`src/source/axi_w_pkg.sv`:
```
// W-channel widths and beat layout; strobe width is fixed at one bit per data byte
`default_nettype none

package axi_w_pkg;

  // Data bus width in bits as a whole number of bytes
  localparam int unsigned DATA_WIDTH = 32;

  // Width of the user sideband carried with every beat
  localparam int unsigned USER_WIDTH = 4;

  typedef logic [DATA_WIDTH-1:0]   data_t;
  typedef logic [DATA_WIDTH/8-1:0] strb_t;
  typedef logic [USER_WIDTH-1:0]   user_t;

  // One W beat as it sits in the input buffer
  typedef struct packed {
    data_t data;
    strb_t strb;
    user_t user;
    logic  last;
  } w_beat_t;

endpackage : axi_w_pkg

`default_nettype wire

```
`src/source/tlb_pkg.sv`:
```
// Translation decision types; every descriptor is either accept or drop, never both
`default_nettype none

package tlb_pkg;

  // AXI id width shared by the AW and B sides
  localparam int unsigned ID_WIDTH = 4;

  typedef logic [ID_WIDTH-1:0] id_t;

  // AXI burst length minus one
  typedef logic [7:0] burst_len_t;

  // One per-burst decision from the L1 translation stage
  typedef struct packed {
    logic       prefetch;
    logic       hit;
    id_t        id;
    burst_len_t len;
    logic       master;
    logic       accept;
    logic       drop;
  } tlb_desc_t;

  // Burst controller states
  typedef enum logic [1:0] {
    WAIT_DESC,
    FORWARD,
    DISCARD,
    DROP_WAIT
  } burst_state_t;

endpackage : tlb_pkg

`default_nettype wire

```
`src/source/w_burst_ctrl.sv`:
```
// Handles one burst at a time in descriptor order; beats must arrive in the same order
`default_nettype none

module w_burst_ctrl (
  input  wire logic                  axi4_aclk,
  input  wire logic                  axi4_arstn,
  // Buffered beats and descriptors
  input  wire axi_w_pkg::w_beat_t    beat_i,
  input  wire logic                  beat_valid_i,
  output logic                       beat_ready_o,
  input  wire tlb_pkg::tlb_desc_t    desc_i,
  input  wire logic                  desc_valid_i,
  output logic                       desc_pop_o,
  // Downstream W channel
  output axi_w_pkg::data_t           m_wdata_o,
  output axi_w_pkg::strb_t           m_wstrb_o,
  output axi_w_pkg::user_t           m_wuser_o,
  output logic                       m_wlast_o,
  output logic                       m_wvalid_o,
  input  wire logic                  m_wready_i,
  output logic                       master_select_o,
  // B sender handshake
  output logic                       b_drop_o,
  input  wire logic                  b_done_i,
  output tlb_pkg::id_t               id_o,
  output logic                       prefetch_o,
  output logic                       hit_o
);

  import tlb_pkg::*;

  burst_state_t state_q;
  burst_state_t state_d;
  logic         beat_xfer;

  assign beat_xfer = beat_valid_i & beat_ready_o;

  always_ff @(posedge axi4_aclk or negedge axi4_arstn) begin
    if (!axi4_arstn) begin
      state_q <= WAIT_DESC;
    end else begin
      state_q <= state_d;
    end
  end

  always_comb begin
    state_d      = state_q;
    beat_ready_o = 1'b0;
    desc_pop_o   = 1'b0;
    // Downstream fields stay zero unless a burst is being forwarded
    m_wdata_o    = '0;
    m_wstrb_o    = '0;
    m_wuser_o    = '0;
    m_wlast_o    = 1'b0;
    m_wvalid_o   = 1'b0;

    case (state_q)
      WAIT_DESC: begin
        if (desc_valid_i) begin
          if (desc_i.accept) begin
            state_d = FORWARD;
          end else if (desc_i.drop) begin
            state_d = DISCARD;
          end
        end
      end

      FORWARD: begin
        m_wdata_o    = beat_i.data;
        m_wstrb_o    = beat_i.strb;
        m_wuser_o    = beat_i.user;
        m_wlast_o    = beat_i.last;
        m_wvalid_o   = beat_valid_i;
        beat_ready_o = m_wready_i;
        // Burst done on the last handshake
        if (beat_xfer && beat_i.last) begin
          desc_pop_o = 1'b1;
          state_d    = WAIT_DESC;
        end
      end

      DISCARD: begin
        // Sink every beat of the burst
        beat_ready_o = 1'b1;
        if (beat_xfer && beat_i.last) begin
          state_d = DROP_WAIT;
        end
      end

      DROP_WAIT: begin
        if (b_done_i) begin
          desc_pop_o = 1'b1;
          state_d    = WAIT_DESC;
        end
      end

      default: begin
        state_d = WAIT_DESC;
      end
    endcase
  end

  // Head descriptor stays put until popped, so these hold through DROP_WAIT
  assign b_drop_o        = (state_q == DROP_WAIT);
  assign id_o            = desc_i.id;
  assign prefetch_o      = desc_i.prefetch;
  assign hit_o           = desc_i.hit;
  assign master_select_o = desc_i.master;

  a_drop_held: assert property (
    @(posedge axi4_aclk) disable iff (!axi4_arstn)
    (b_drop_o && !b_done_i) |=> b_drop_o
  );

  a_drop_id_stable: assert property (
    @(posedge axi4_aclk) disable iff (!axi4_arstn)
    (b_drop_o && !b_done_i) |=> $stable(id_o)
  );

  // The queue in the input stage must never be popped while empty
  a_pop_valid: assert property (
    @(posedge axi4_aclk) disable iff (!axi4_arstn)
    desc_pop_o |-> desc_valid_i
  );

endmodule : w_burst_ctrl

`default_nettype wire

```
`src/source/w_drop_gate.sv`:
```
// W gate behind L1 translation only; one burst in flight, drops wait for b_done_i
`default_nettype none

module w_drop_gate #(
  parameter int unsigned W_FIFO_DEPTH    = 4,
  parameter int unsigned DESC_FIFO_DEPTH = 8
) (
  input  wire logic                  axi4_aclk,
  input  wire logic                  axi4_arstn,
  // Upstream W
  input  wire axi_w_pkg::data_t      s_wdata_i,
  input  wire axi_w_pkg::strb_t      s_wstrb_i,
  input  wire axi_w_pkg::user_t      s_wuser_i,
  input  wire logic                  s_wlast_i,
  input  wire logic                  s_wvalid_i,
  output logic                       s_wready_o,
  // Downstream W
  output axi_w_pkg::data_t           m_wdata_o,
  output axi_w_pkg::strb_t           m_wstrb_o,
  output axi_w_pkg::user_t           m_wuser_o,
  output logic                       m_wlast_o,
  output logic                       m_wvalid_o,
  input  wire logic                  m_wready_i,
  // L1 decision
  input  wire logic                  l1_accept_i,
  input  wire logic                  l1_drop_i,
  input  wire logic                  l1_master_i,
  input  wire tlb_pkg::id_t          l1_id_i,
  input  wire tlb_pkg::burst_len_t   l1_len_i,
  input  wire logic                  l1_prefetch_i,
  input  wire logic                  l1_hit_i,
  output logic                       l1_done_o,
  output logic                       input_stall_o,
  // B sender
  output logic                       b_drop_o,
  output tlb_pkg::id_t               id_o,
  output logic                       prefetch_o,
  output logic                       hit_o,
  input  wire logic                  b_done_i,
  // Routing
  output logic                       master_select_o
);

  import axi_w_pkg::*;
  import tlb_pkg::*;

  w_beat_t   beat;
  logic      beat_valid;
  logic      beat_ready;
  tlb_desc_t desc;
  logic      desc_valid;
  logic      desc_pop;

  w_input_stage #(
    .W_FIFO_DEPTH    (W_FIFO_DEPTH),
    .DESC_FIFO_DEPTH (DESC_FIFO_DEPTH)
  ) u_w_input_stage (
    .axi4_aclk     (axi4_aclk),
    .axi4_arstn    (axi4_arstn),
    .s_wdata_i     (s_wdata_i),
    .s_wstrb_i     (s_wstrb_i),
    .s_wuser_i     (s_wuser_i),
    .s_wlast_i     (s_wlast_i),
    .s_wvalid_i    (s_wvalid_i),
    .s_wready_o    (s_wready_o),
    .l1_accept_i   (l1_accept_i),
    .l1_drop_i     (l1_drop_i),
    .l1_master_i   (l1_master_i),
    .l1_prefetch_i (l1_prefetch_i),
    .l1_hit_i      (l1_hit_i),
    .l1_id_i       (l1_id_i),
    .l1_len_i      (l1_len_i),
    .l1_done_o     (l1_done_o),
    .input_stall_o (input_stall_o),
    .beat_o        (beat),
    .beat_valid_o  (beat_valid),
    .beat_ready_i  (beat_ready),
    .desc_o        (desc),
    .desc_valid_o  (desc_valid),
    .desc_pop_i    (desc_pop)
  );

  w_burst_ctrl u_w_burst_ctrl (
    .axi4_aclk       (axi4_aclk),
    .axi4_arstn      (axi4_arstn),
    .beat_i          (beat),
    .beat_valid_i    (beat_valid),
    .beat_ready_o    (beat_ready),
    .desc_i          (desc),
    .desc_valid_i    (desc_valid),
    .desc_pop_o      (desc_pop),
    .m_wdata_o       (m_wdata_o),
    .m_wstrb_o       (m_wstrb_o),
    .m_wuser_o       (m_wuser_o),
    .m_wlast_o       (m_wlast_o),
    .m_wvalid_o      (m_wvalid_o),
    .m_wready_i      (m_wready_i),
    .master_select_o (master_select_o),
    .b_drop_o        (b_drop_o),
    .b_done_i        (b_done_i),
    .id_o            (id_o),
    .prefetch_o      (prefetch_o),
    .hit_o           (hit_o)
  );

endmodule : w_drop_gate

`default_nettype wire

```
`src/source/w_input_stage.sv`:
```
// Input buffers; the L1 stage must never raise accept and drop in the same cycle
`default_nettype none

module w_input_stage #(
  parameter int unsigned W_FIFO_DEPTH    = 4,
  parameter int unsigned DESC_FIFO_DEPTH = 8
) (
  input  wire logic                  axi4_aclk,
  input  wire logic                  axi4_arstn,
  // Upstream W channel
  input  wire axi_w_pkg::data_t      s_wdata_i,
  input  wire axi_w_pkg::strb_t      s_wstrb_i,
  input  wire axi_w_pkg::user_t      s_wuser_i,
  input  wire logic                  s_wlast_i,
  input  wire logic                  s_wvalid_i,
  output logic                       s_wready_o,
  // L1 decision strobe
  input  wire logic                  l1_accept_i,
  input  wire logic                  l1_drop_i,
  input  wire logic                  l1_master_i,
  input  wire logic                  l1_prefetch_i,
  input  wire logic                  l1_hit_i,
  input  wire tlb_pkg::id_t          l1_id_i,
  input  wire tlb_pkg::burst_len_t   l1_len_i,
  output logic                       l1_done_o,
  output logic                       input_stall_o,
  // Towards the burst controller
  output axi_w_pkg::w_beat_t         beat_o,
  output logic                       beat_valid_o,
  input  wire logic                  beat_ready_i,
  output tlb_pkg::tlb_desc_t         desc_o,
  output logic                       desc_valid_o,
  input  wire logic                  desc_pop_i
);

  import axi_w_pkg::*;
  import tlb_pkg::*;

  w_beat_t   beat_in;
  tlb_desc_t desc_in;
  logic      l1_req;
  logic      desc_ready;

  assign beat_in = '{data: s_wdata_i, strb: s_wstrb_i, user: s_wuser_i, last: s_wlast_i};

  assign desc_in = '{
    prefetch: l1_prefetch_i,
    hit:      l1_hit_i,
    id:       l1_id_i,
    len:      l1_len_i,
    master:   l1_master_i,
    accept:   l1_accept_i,
    drop:     l1_drop_i
  };

  w_stream_fifo #(
    .WIDTH ($bits(w_beat_t)),
    .DEPTH (W_FIFO_DEPTH)
  ) u_w_fifo (
    .axi4_aclk  (axi4_aclk),
    .axi4_arstn (axi4_arstn),
    .data_i     (beat_in),
    .valid_i    (s_wvalid_i),
    .ready_o    (s_wready_o),
    .data_o     (beat_o),
    .valid_o    (beat_valid_o),
    .ready_i    (beat_ready_i)
  );

  // Any decision is a request; it is taken whenever the queue has room
  assign l1_req        = l1_accept_i | l1_drop_i;
  assign l1_done_o     = l1_req & desc_ready;
  assign input_stall_o = ~desc_ready;

  w_stream_fifo #(
    .WIDTH ($bits(tlb_desc_t)),
    .DEPTH (DESC_FIFO_DEPTH)
  ) u_desc_fifo (
    .axi4_aclk  (axi4_aclk),
    .axi4_arstn (axi4_arstn),
    .data_i     (desc_in),
    .valid_i    (l1_req),
    .ready_o    (desc_ready),
    .data_o     (desc_o),
    .valid_o    (desc_valid_o),
    .ready_i    (desc_pop_i)
  );

  a_one_decision: assert property (
    @(posedge axi4_aclk) disable iff (!axi4_arstn)
    !(l1_accept_i && l1_drop_i)
  );

endmodule : w_input_stage

`default_nettype wire

```
`src/source/w_stream_fifo.sv`:
```
// Circular FIFO where a push shows at the output one cycle later with no fall-through; DEPTH >= 1
`default_nettype none

module w_stream_fifo #(
  parameter int unsigned WIDTH = 8,
  parameter int unsigned DEPTH = 4
) (
  input  wire logic             axi4_aclk,
  input  wire logic             axi4_arstn,
  input  wire logic [WIDTH-1:0] data_i,
  input  wire logic             valid_i,
  output logic                  ready_o,
  output logic      [WIDTH-1:0] data_o,
  output logic                  valid_o,
  input  wire logic             ready_i
);

  localparam int unsigned PTR_W = (DEPTH > 1) ? $clog2(DEPTH) : 1;
  localparam int unsigned CNT_W = $clog2(DEPTH + 1);

  logic [WIDTH-1:0] mem [DEPTH];
  logic [PTR_W-1:0] wr_ptr_q;
  logic [PTR_W-1:0] rd_ptr_q;
  logic [CNT_W-1:0] count_q;
  logic             push;
  logic             pop;

  assign ready_o = (count_q != CNT_W'(DEPTH));
  assign valid_o = (count_q != '0);
  assign data_o  = mem[rd_ptr_q];

  assign push = valid_i & ready_o;
  assign pop  = valid_o & ready_i;

  // Entry storage
  always_ff @(posedge axi4_aclk) begin
    if (push) begin
      mem[wr_ptr_q] <= data_i;
    end
  end

  always_ff @(posedge axi4_aclk or negedge axi4_arstn) begin
    if (!axi4_arstn) begin
      wr_ptr_q <= '0;
      rd_ptr_q <= '0;
      count_q  <= '0;
    end else begin
      if (push) begin
        wr_ptr_q <= (wr_ptr_q == PTR_W'(DEPTH - 1)) ? '0 : wr_ptr_q + 1'b1;
      end
      if (pop) begin
        rd_ptr_q <= (rd_ptr_q == PTR_W'(DEPTH - 1)) ? '0 : rd_ptr_q + 1'b1;
      end
      // Simultaneous push and pop leaves occupancy unchanged
      case ({push, pop})
        2'b10:   count_q <= count_q + 1'b1;
        2'b01:   count_q <= count_q - 1'b1;
        default: count_q <= count_q;
      endcase
    end
  end

  // Occupancy never runs past the storage
  a_no_overflow: assert property (
    @(posedge axi4_aclk) disable iff (!axi4_arstn)
    count_q <= CNT_W'(DEPTH)
  );

  // An empty FIFO has both pointers on the same slot
  a_no_underflow: assert property (
    @(posedge axi4_aclk) disable iff (!axi4_arstn)
    (count_q == '0) |-> (wr_ptr_q == rd_ptr_q)
  );

  // A push into an empty FIFO appears at the output on the next cycle
  a_push_latency: assert property (
    @(posedge axi4_aclk) disable iff (!axi4_arstn)
    (push && count_q == '0) |=> (valid_o && data_o == $past(data_i))
  );

endmodule : w_stream_fifo

`default_nettype wire

```
`config.mk`:
```
export PLATFORM = sky130hd
export DESIGN_NAME = w_drop_gate
export DESIGN_NICKNAME = d
export VERILOG_FILES = /design/src/source/axi_w_pkg.sv /design/src/source/tlb_pkg.sv /design/src/source/w_burst_ctrl.sv /design/src/source/w_drop_gate.sv /design/src/source/w_input_stage.sv /design/src/source/w_stream_fifo.sv
export SDC_FILE = /design/constraint.sdc
export NUM_CORES = 1
export LEC_CHECK = 0
export BUFFER_PORTS_ARGS = -buffer_cell sky130_fd_sc_hd__buf_2
export CELL_PAD_IN_SITES_DETAIL_PLACEMENT = 1
export CELL_PAD_IN_SITES_GLOBAL_PLACEMENT = 2
export CORE_MARGIN = 2
export CORE_UTILIZATION = 48
export DETAILED_ROUTE_END_ITERATION = 12
export PLACE_DENSITY = 0.85
export SLEW_MARGIN = 20
export SYNTH_ARGS = -nofsm -noshare
export SYNTH_HDL_FRONTEND = slang
export SYNTH_SLANG_ARGS = --single-unit
```
`constraint.sdc`:
```
create_clock -name axi4_aclk -period 7.17 [get_ports axi4_aclk]
set_clock_uncertainty 0.05 [all_clocks]
set_input_delay 0.717 -clock axi4_aclk [delete_from_list [all_inputs] [get_ports axi4_aclk]]
set_output_delay 0.717 -clock axi4_aclk [all_outputs]
set_load 0.03 [all_outputs]
```
Yosys cells after proc, flatten, opt, wreduce, memory -nomap -nowiden
Memory sizes are Yosys's and may differ from the RTL's. Index checks and enable logic that the tools add are counted.

Memory bits (read-only): 0. Bits in writable memories: 300. Memories kept: 2. Logic and storage cells: 74. Bits in registers: 19. Latch bits: 0. Output and inout port bits: 53.

Multipliers: 0. Reductions and logical operators: 7. $lt $le $gt $ge: 0. Bitwise gates (word level): 6. Add/sub/neg operators: 8. Multiplexer cells: 26. Equality and inequality tests: 18. Shifts and indexed selects: 0. Div/mod/pow operators: 0.

Memory list: u_w_input_stage.u_w_fifo.mem (depth 4, width 41, read ports 1, clocked after Yosys merged registers in 0, wr ports 1, RTL line w_stream_fifo.sv:21) `logic [WIDTH-1:0] mem [DEPTH];`; u_w_input_stage.u_desc_fifo.mem (depth 8, width 17, read ports 1, clocked after Yosys merged registers in 0, wr ports 1, RTL line w_stream_fifo.sv:21).

Operators with widths (count): 32-bit two-way mux (1); 2-bit two-way mux (8); 2-bit equality test (second input constant) (6); 3-bit by 1-bit adder with 3-bit output (second input constant) (3); 1-bit two-way mux (8); 4-bit two-way mux (2); 2-bit one-hot mux with 4 select lines (1); 4-bit one-hot mux with 2 select lines (1); 2-bit by 1-bit equality test with 1-bit output (second input constant) (3); 3-bit equality test (second input constant) (2); 3-bit two-way mux (2); 2-bit by 1-bit inequality test with 1-bit output (second input constant) (3); 3-bit inequality test (second input constant) (2); 3-bit one-hot mux with 2 select lines (1); 5-bit AND reduction (1); 2-bit by 1-bit adder with 2-bit output (second input constant) (2); 4-bit by 1-bit adder with 4-bit output (second input constant) (1); 1-bit bitwise AND (4); 4-bit inequality test (second input constant) (1); 1-bit one-hot mux with 2 select lines (2); 2-bit nonzero test (2); 4-bit nonzero test (1); 4-bit by 1-bit subtractor with 4-bit output (second input constant) (1); 3-bit nonzero test (1); 6 further kinds (6).

Depth between registers and ports, before layout
Depth after elaboration: 9. Gate-level depth with buffers: 15.

Cells and area by module
A second synthesis with hierarchy kept.

Cells, all modules: 596. Area total of the unflattened synthesis: 12849.8 um2.

Modules (own cells, without submodules): w_stream_fifo (u_w_input_stage.u_w_fifo) (instances 1, sequential area each 5099.9 um2, cells each 255, area each 6359.8 um2); w_stream_fifo (u_w_input_stage.u_desc_fifo) (instances 1, sequential area each 4334.2 um2, cells each 264, area each 5928.2 um2); w_burst_ctrl (instances 1, sequential area each 50.0 um2, cells each 74, area each 544.3 um2); w_input_stage (instances 1, sequential area each 0.0 um2, cells each 3, area each 17.5 um2).

Worst setup path after synthesis
OpenSTA, ideal clock, no wires.

Kind: reg2reg. Start: register u_w_input_stage.u_desc_fifo.count_q[0]. End: register u_w_input_stage.u_desc_fifo.count_q[3]. Setup slack: 3.893 ns. Data required time: 6.995 ns. Setup time: 0.125 ns. Stages on the path, launching flop included: 11. Arrival time: 3.101 ns. Path buffers: 1. Period minus slack after synthesis: 3.277 ns. Path through: dfrtp_1 nor4b_1 or2_2 clkbuf_1 ha_1 ha_1 a21o_1 a21oi_1 xnor2_1 nor2_1 xor2_1.

Cells in the longest elaborated chain, start to end: 4. Elaborated cells on any way between the ends: 10. Classes of those cells: 2 x add/sub; 3 x eq/ne; 1 x mux; 2 x bitwise; 2 x reduce/logical.

RTL lines: start: declaration (RTL line w_stream_fifo.sv:24) `logic [CNT_W-1:0] count_q;`; start signal: assignment (RTL line w_stream_fifo.sv:56) `2'b10: count_q <= count_q + 1'b1;`; start signal: assignment (RTL line w_stream_fifo.sv:57) `2'b01: count_q <= count_q - 1'b1;`; start signal: assignment (RTL line w_stream_fifo.sv:58) `default: count_q <= count_q;`; 4-bit inequality test or 4-bit nonzero test (tied branches) (RTL line w_stream_fifo.sv:28, w_stream_fifo.sv:29); 1-bit bitwise AND, on equally long branches (RTL line w_stream_fifo.sv:32, w_stream_fifo.sv:33); 2-bit by 1-bit equality test with 1-bit output or 2-bit equality test (tied branches) (RTL line w_stream_fifo.sv:55) `case ({push, pop})`; 4-bit one-hot mux with 2 select lines or 2-bit nonzero test (tied branches).

Parallel ways exist; a longest one is shown, timed or not. A chain may end at the register's enable or synchronous reset.

Worst setup path in the final report
Start: register u_w_input_stage.u_w_fifo.rd_ptr_q[0]. End: register u_w_input_stage.u_desc_fifo.count_q[3].

Cells in the longest elaborated chain, start to end: 7. Elaborated cells on any way between the ends: 9. Classes of those cells: 2 x eq/ne; 3 x mux; 1 x bitwise; 2 x reduce/logical; 1 x memory.

RTL lines: start: declaration (RTL line w_stream_fifo.sv:23) `logic [PTR_W-1:0] rd_ptr_q;`; start signal: assignment (RTL line w_stream_fifo.sv:52) `rd_ptr_q <= (rd_ptr_q == PTR_W'(DEPTH - 1)) ? '0 : rd_ptr_q + 1'b1;`; memory 4 x 41 bit *; 1-bit logical AND * (RTL line w_burst_ctrl.sv:76) `if (beat_xfer && beat_i.last) begin`; 1-bit two-way mux * (RTL line w_burst_ctrl.sv:76); 1-bit one-hot mux with 2 select lines * (RTL line w_burst_ctrl.sv:57) `case (state_q)`; 1-bit bitwise AND * (RTL line w_stream_fifo.sv:33) `assign pop = valid_o & ready_i;`; named net u_w_input_stage.u_desc_fifo.pop (RTL line w_stream_fifo.sv:26) `logic pop;`; 2-bit by 1-bit equality test with 1-bit output or 2-bit equality test (tied branches) (RTL line w_stream_fifo.sv:55); 4-bit one-hot mux with 2 select lines or 2-bit nonzero test (tied branches).

The timed path passes the listed nets; every way through them passes the cells marked *.

==> results_dict.tcl <==
set metrics [dict create \
    yosys.area.top_type "edfxtp_1" \
    grt_max_degree 45 \
    htree_levels 1 \
    netlist.area_leader.share 0.697 \
    grt_pass1_vias 5720 \
    yosys_warnings 0 \
    std_cell_rows 53 \
    wl_mm 20.8 \
    cts_tree "done" \
    fillCellCount 1872 \
    fin_crit_sh 0.502 \
    drive_above_1_share 0.367 \
    synthCells 495 \
    crit_fanout 44 \
    dieArea_sq_um 22400 \
    fp.dieW_um 150 \
    coreArea_sq_um 20900 \
    placed_cell_area_sq_um 11000 \
    finalSetupViolCount 0 \
    crit_type "flip-flop to flip-flop" \
    clock_latency_ns 0.51 \
    relSlewSlack 0.294 \
    die_y_um 150 \
    start_kind "flip-flop" \
    cp-end-kind "flip-flop" \
    grt_antenna_before_repair 6 \
    setup_ws_ns 3.57 \
    async_flop_share 0.0745 \
    drc_errors 0 \
    postCtsHoldBufs 0 \
    dr.pass1.iters 4 \
    cts_buffers 26 \
    ir_drop_mv 0.358 \
    globalplace.congestion 0.788 \
    synth_flop_cell "edfxtp_1" \
    ys_seq_area_frac 0.744 \
    dpl.hpwl_mm 12.6 \
    fmax_mhz 278 \
    clock_sinks 255 \
    cts_resized 0 \
    hold-worst-slack_ns 0.0922 \
    finalSetupTns_ns 0 \
    finalHoldViolCount 0 \
    final_nets 697 \
    synth.net_count 578 \
    hold_class "input pin to async pin" \
    instances_no_fill 908 \
    fin_crit_ns 3.60 \
    boundaryPins 116 \
    yosysUniqueCellTypes 38 \
    power_density_nw_per_um2 431 \
    place_inst 861 \
    area_growth_pct 16.3 \
    yosys-top-cells-area "edfxtp_1 70%, mux4_2 12%, dfrtp_1 4.7%" \
    grt_pass1_wl_mm 32.5 \
    cts_max_path_buffers 3 \
    synthTopCellsByCount "236 x edfxtp_1, 56 x mux4_2, 43 x and2_1" \
    p_leak_nw 4.26 \
    max-cap-violations 0 \
    report.final.slew_viol_count 0 \
    initial_core_util 0.487 \
    register_area_sq_um 7570 \
    post-cts-setup-buffers 0 \
    final_antenna_net_count 0 \
    first_iter_violations 203 \
    crit_arrival_ns 3.95 \
    yosysMostFrequentCell "edfxtp_1" \
    synth_edf_count 236 \
    place.port_buffers 107 \
    ys_seq_elements 255 \
    outcome "complete, no violations" \
    clk_pin_slew_ns 0.06 \
    critPathLaunch "u_w_input_stage.u_w_fifo.rd_ptr_q[0]$_DFFE_PN0P_" \
    vias 4993 \
    place_ws_ns 3.48 \
    vias_per_cell 5.50 \
    overflow 0 \
    wl_per_cell_um 22.9 \
    final_cell_area_sq_um 11800 \
    grt_usage 0.194 \
    rsz0062_at_grt "no" \
    worst-slew-pin-transition_ns 1.05 \
    r2r-start "u_w_input_stage.u_w_fifo.rd_ptr_q[0]$_DFFE_PN0P_" \
    multi_input_area_sq_um 2470 \
    required_ns 7.52 \
    syn_area_sq_um 10200 \
    root_buffer "clkbuf_16" \
    postSynthAreaPerCell_sq_um 20.5 \
]
report_power, final:
group | internal, mW | switching (mW) | total (mW) | leakage (nW)
clock | 0.750 | 0.532 | 1.28 | 0.388
sequential | 1.98 | 0.310 | 2.29 | 2.38
combinational | 0.693 | 0.823 | 1.52 | 1.49
total | 3.43 | 1.66 | 5.09 | 4.26
per-layer routing:
| layer | vias up | global-route usage | wire length, um |
|---|---|---|---|
| li1 | 2209 | - | - |
| met1 | 2590 | 0.231 | 8060 |
| met2 | 145 | 0.350 | 11000 |
| met3 | 45 | 0.0494 | 1290 |
| met4 | 4 | 0.0543 | 422 |
| met5 | - | 0 | 24 |
cells by family (layout without fill, tap and decap cells):
logic type | Yosys count | in the layout | synth area share
other | 0 | 3 | 0
buffers and inverters | 35 | 170 | 0.0155
AOI/OAI and AO/OA | 15 | 15 | 0.0105
and+or+nand+nor | 86 | 86 | 0.0477
xor gates and xnor gates | 7 | 7 | 0.00603
DFF | 255 | 255 | 0.744
adders and majority gates | 20 | 20 | 0.0261
muxes | 77 | 77 | 0.150
placed cells by master, fill, tap and decap left out, drive strengths merged, types with 5 or more instances in the layout:
cell type	count
o21ai	6
clkinv	10
ha	18
and2	44
mux2i	7
nand2	10
clkbuf	30
inv	14
dfrtp	19
buf	112
and3	5
mux4	58
edfxtp	236
nor2	12
mux2	12
metrics by stage:
stage / power, mW / util
after floorplan: 3.38 / -
after global placement: 3.76 / 0.527
after detailed placement: 3.87 / 0.527
after CTS: 5.16 / 0.565
after global routing: 5.35 / 0.566
final: 5.09 / 0.566
cell type report:
class,count,share of cell area
Sequential cell,255,0.640
Multi-Input combinational cell,205,0.209
Clock buffer,30,0.0581
Timing Repair Buffer,112,0.0485
Tap cell,275,0.0291
Clock inverter,14,0.00984
Inverter,14,0.00444
Antenna cell,3,0.000635
path summary, 6_finish.rpt:
path	endpoint	slack (ns)	depth (start not counted)
max	u_w_input_stage.u_desc_fifo.count_q[3]$_DFFE_PN0P_	3.57	12
min	u_w_input_stage.u_desc_fifo.wr_ptr_q[1]$_DFFE_PN0P_	0.09	1
max reg2reg	u_w_input_stage.u_desc_fifo.count_q[3]$_DFFE_PN0P_	3.57	12
min reg2reg	u_w_input_stage.u_desc_fifo.count_q[3]$_DFFE_PN0P_	0.44	1
max in group asynchronous	u_w_input_stage.u_w_fifo.rd_ptr_q[0]$_DFFE_PN0P_	6.63	1
min in group axi4_aclk	u_w_input_stage.u_w_fifo.mem[2][4]$_DFFE_PP_	0.36	1
registers in the layout (all words and copies together), names as in the netlist:
name,cells
u_w_burst_ctrl.state_q,2
u_w_input_stage.u_desc_fifo.count_q,4
u_w_input_stage.u_desc_fifo.mem,72
u_w_input_stage.u_desc_fifo.rd_ptr_q,3
u_w_input_stage.u_desc_fifo.wr_ptr_q,3
u_w_input_stage.u_w_fifo.count_q,3
u_w_input_stage.u_w_fifo.mem,164
u_w_input_stage.u_w_fifo.rd_ptr_q,2
u_w_input_stage.u_w_fifo.wr_ptr_q,2
worst max-delay path: stages, from the launching register on:
cell and delay, ns:
dfrtp_4 1.01, mux4_2 0.62, and2_4 0.18, a22oi_2 0.14
or2_4 0.18, inv_1 0.05, ha_1 0.21, ha_1 0.29
a21o_1 0.18, a21oi_1 0.20, xnor2_1 0.15, nor2_1 0.07
xor2_1 0.14
Note: power is estimated with default switching activity, not from simulation.
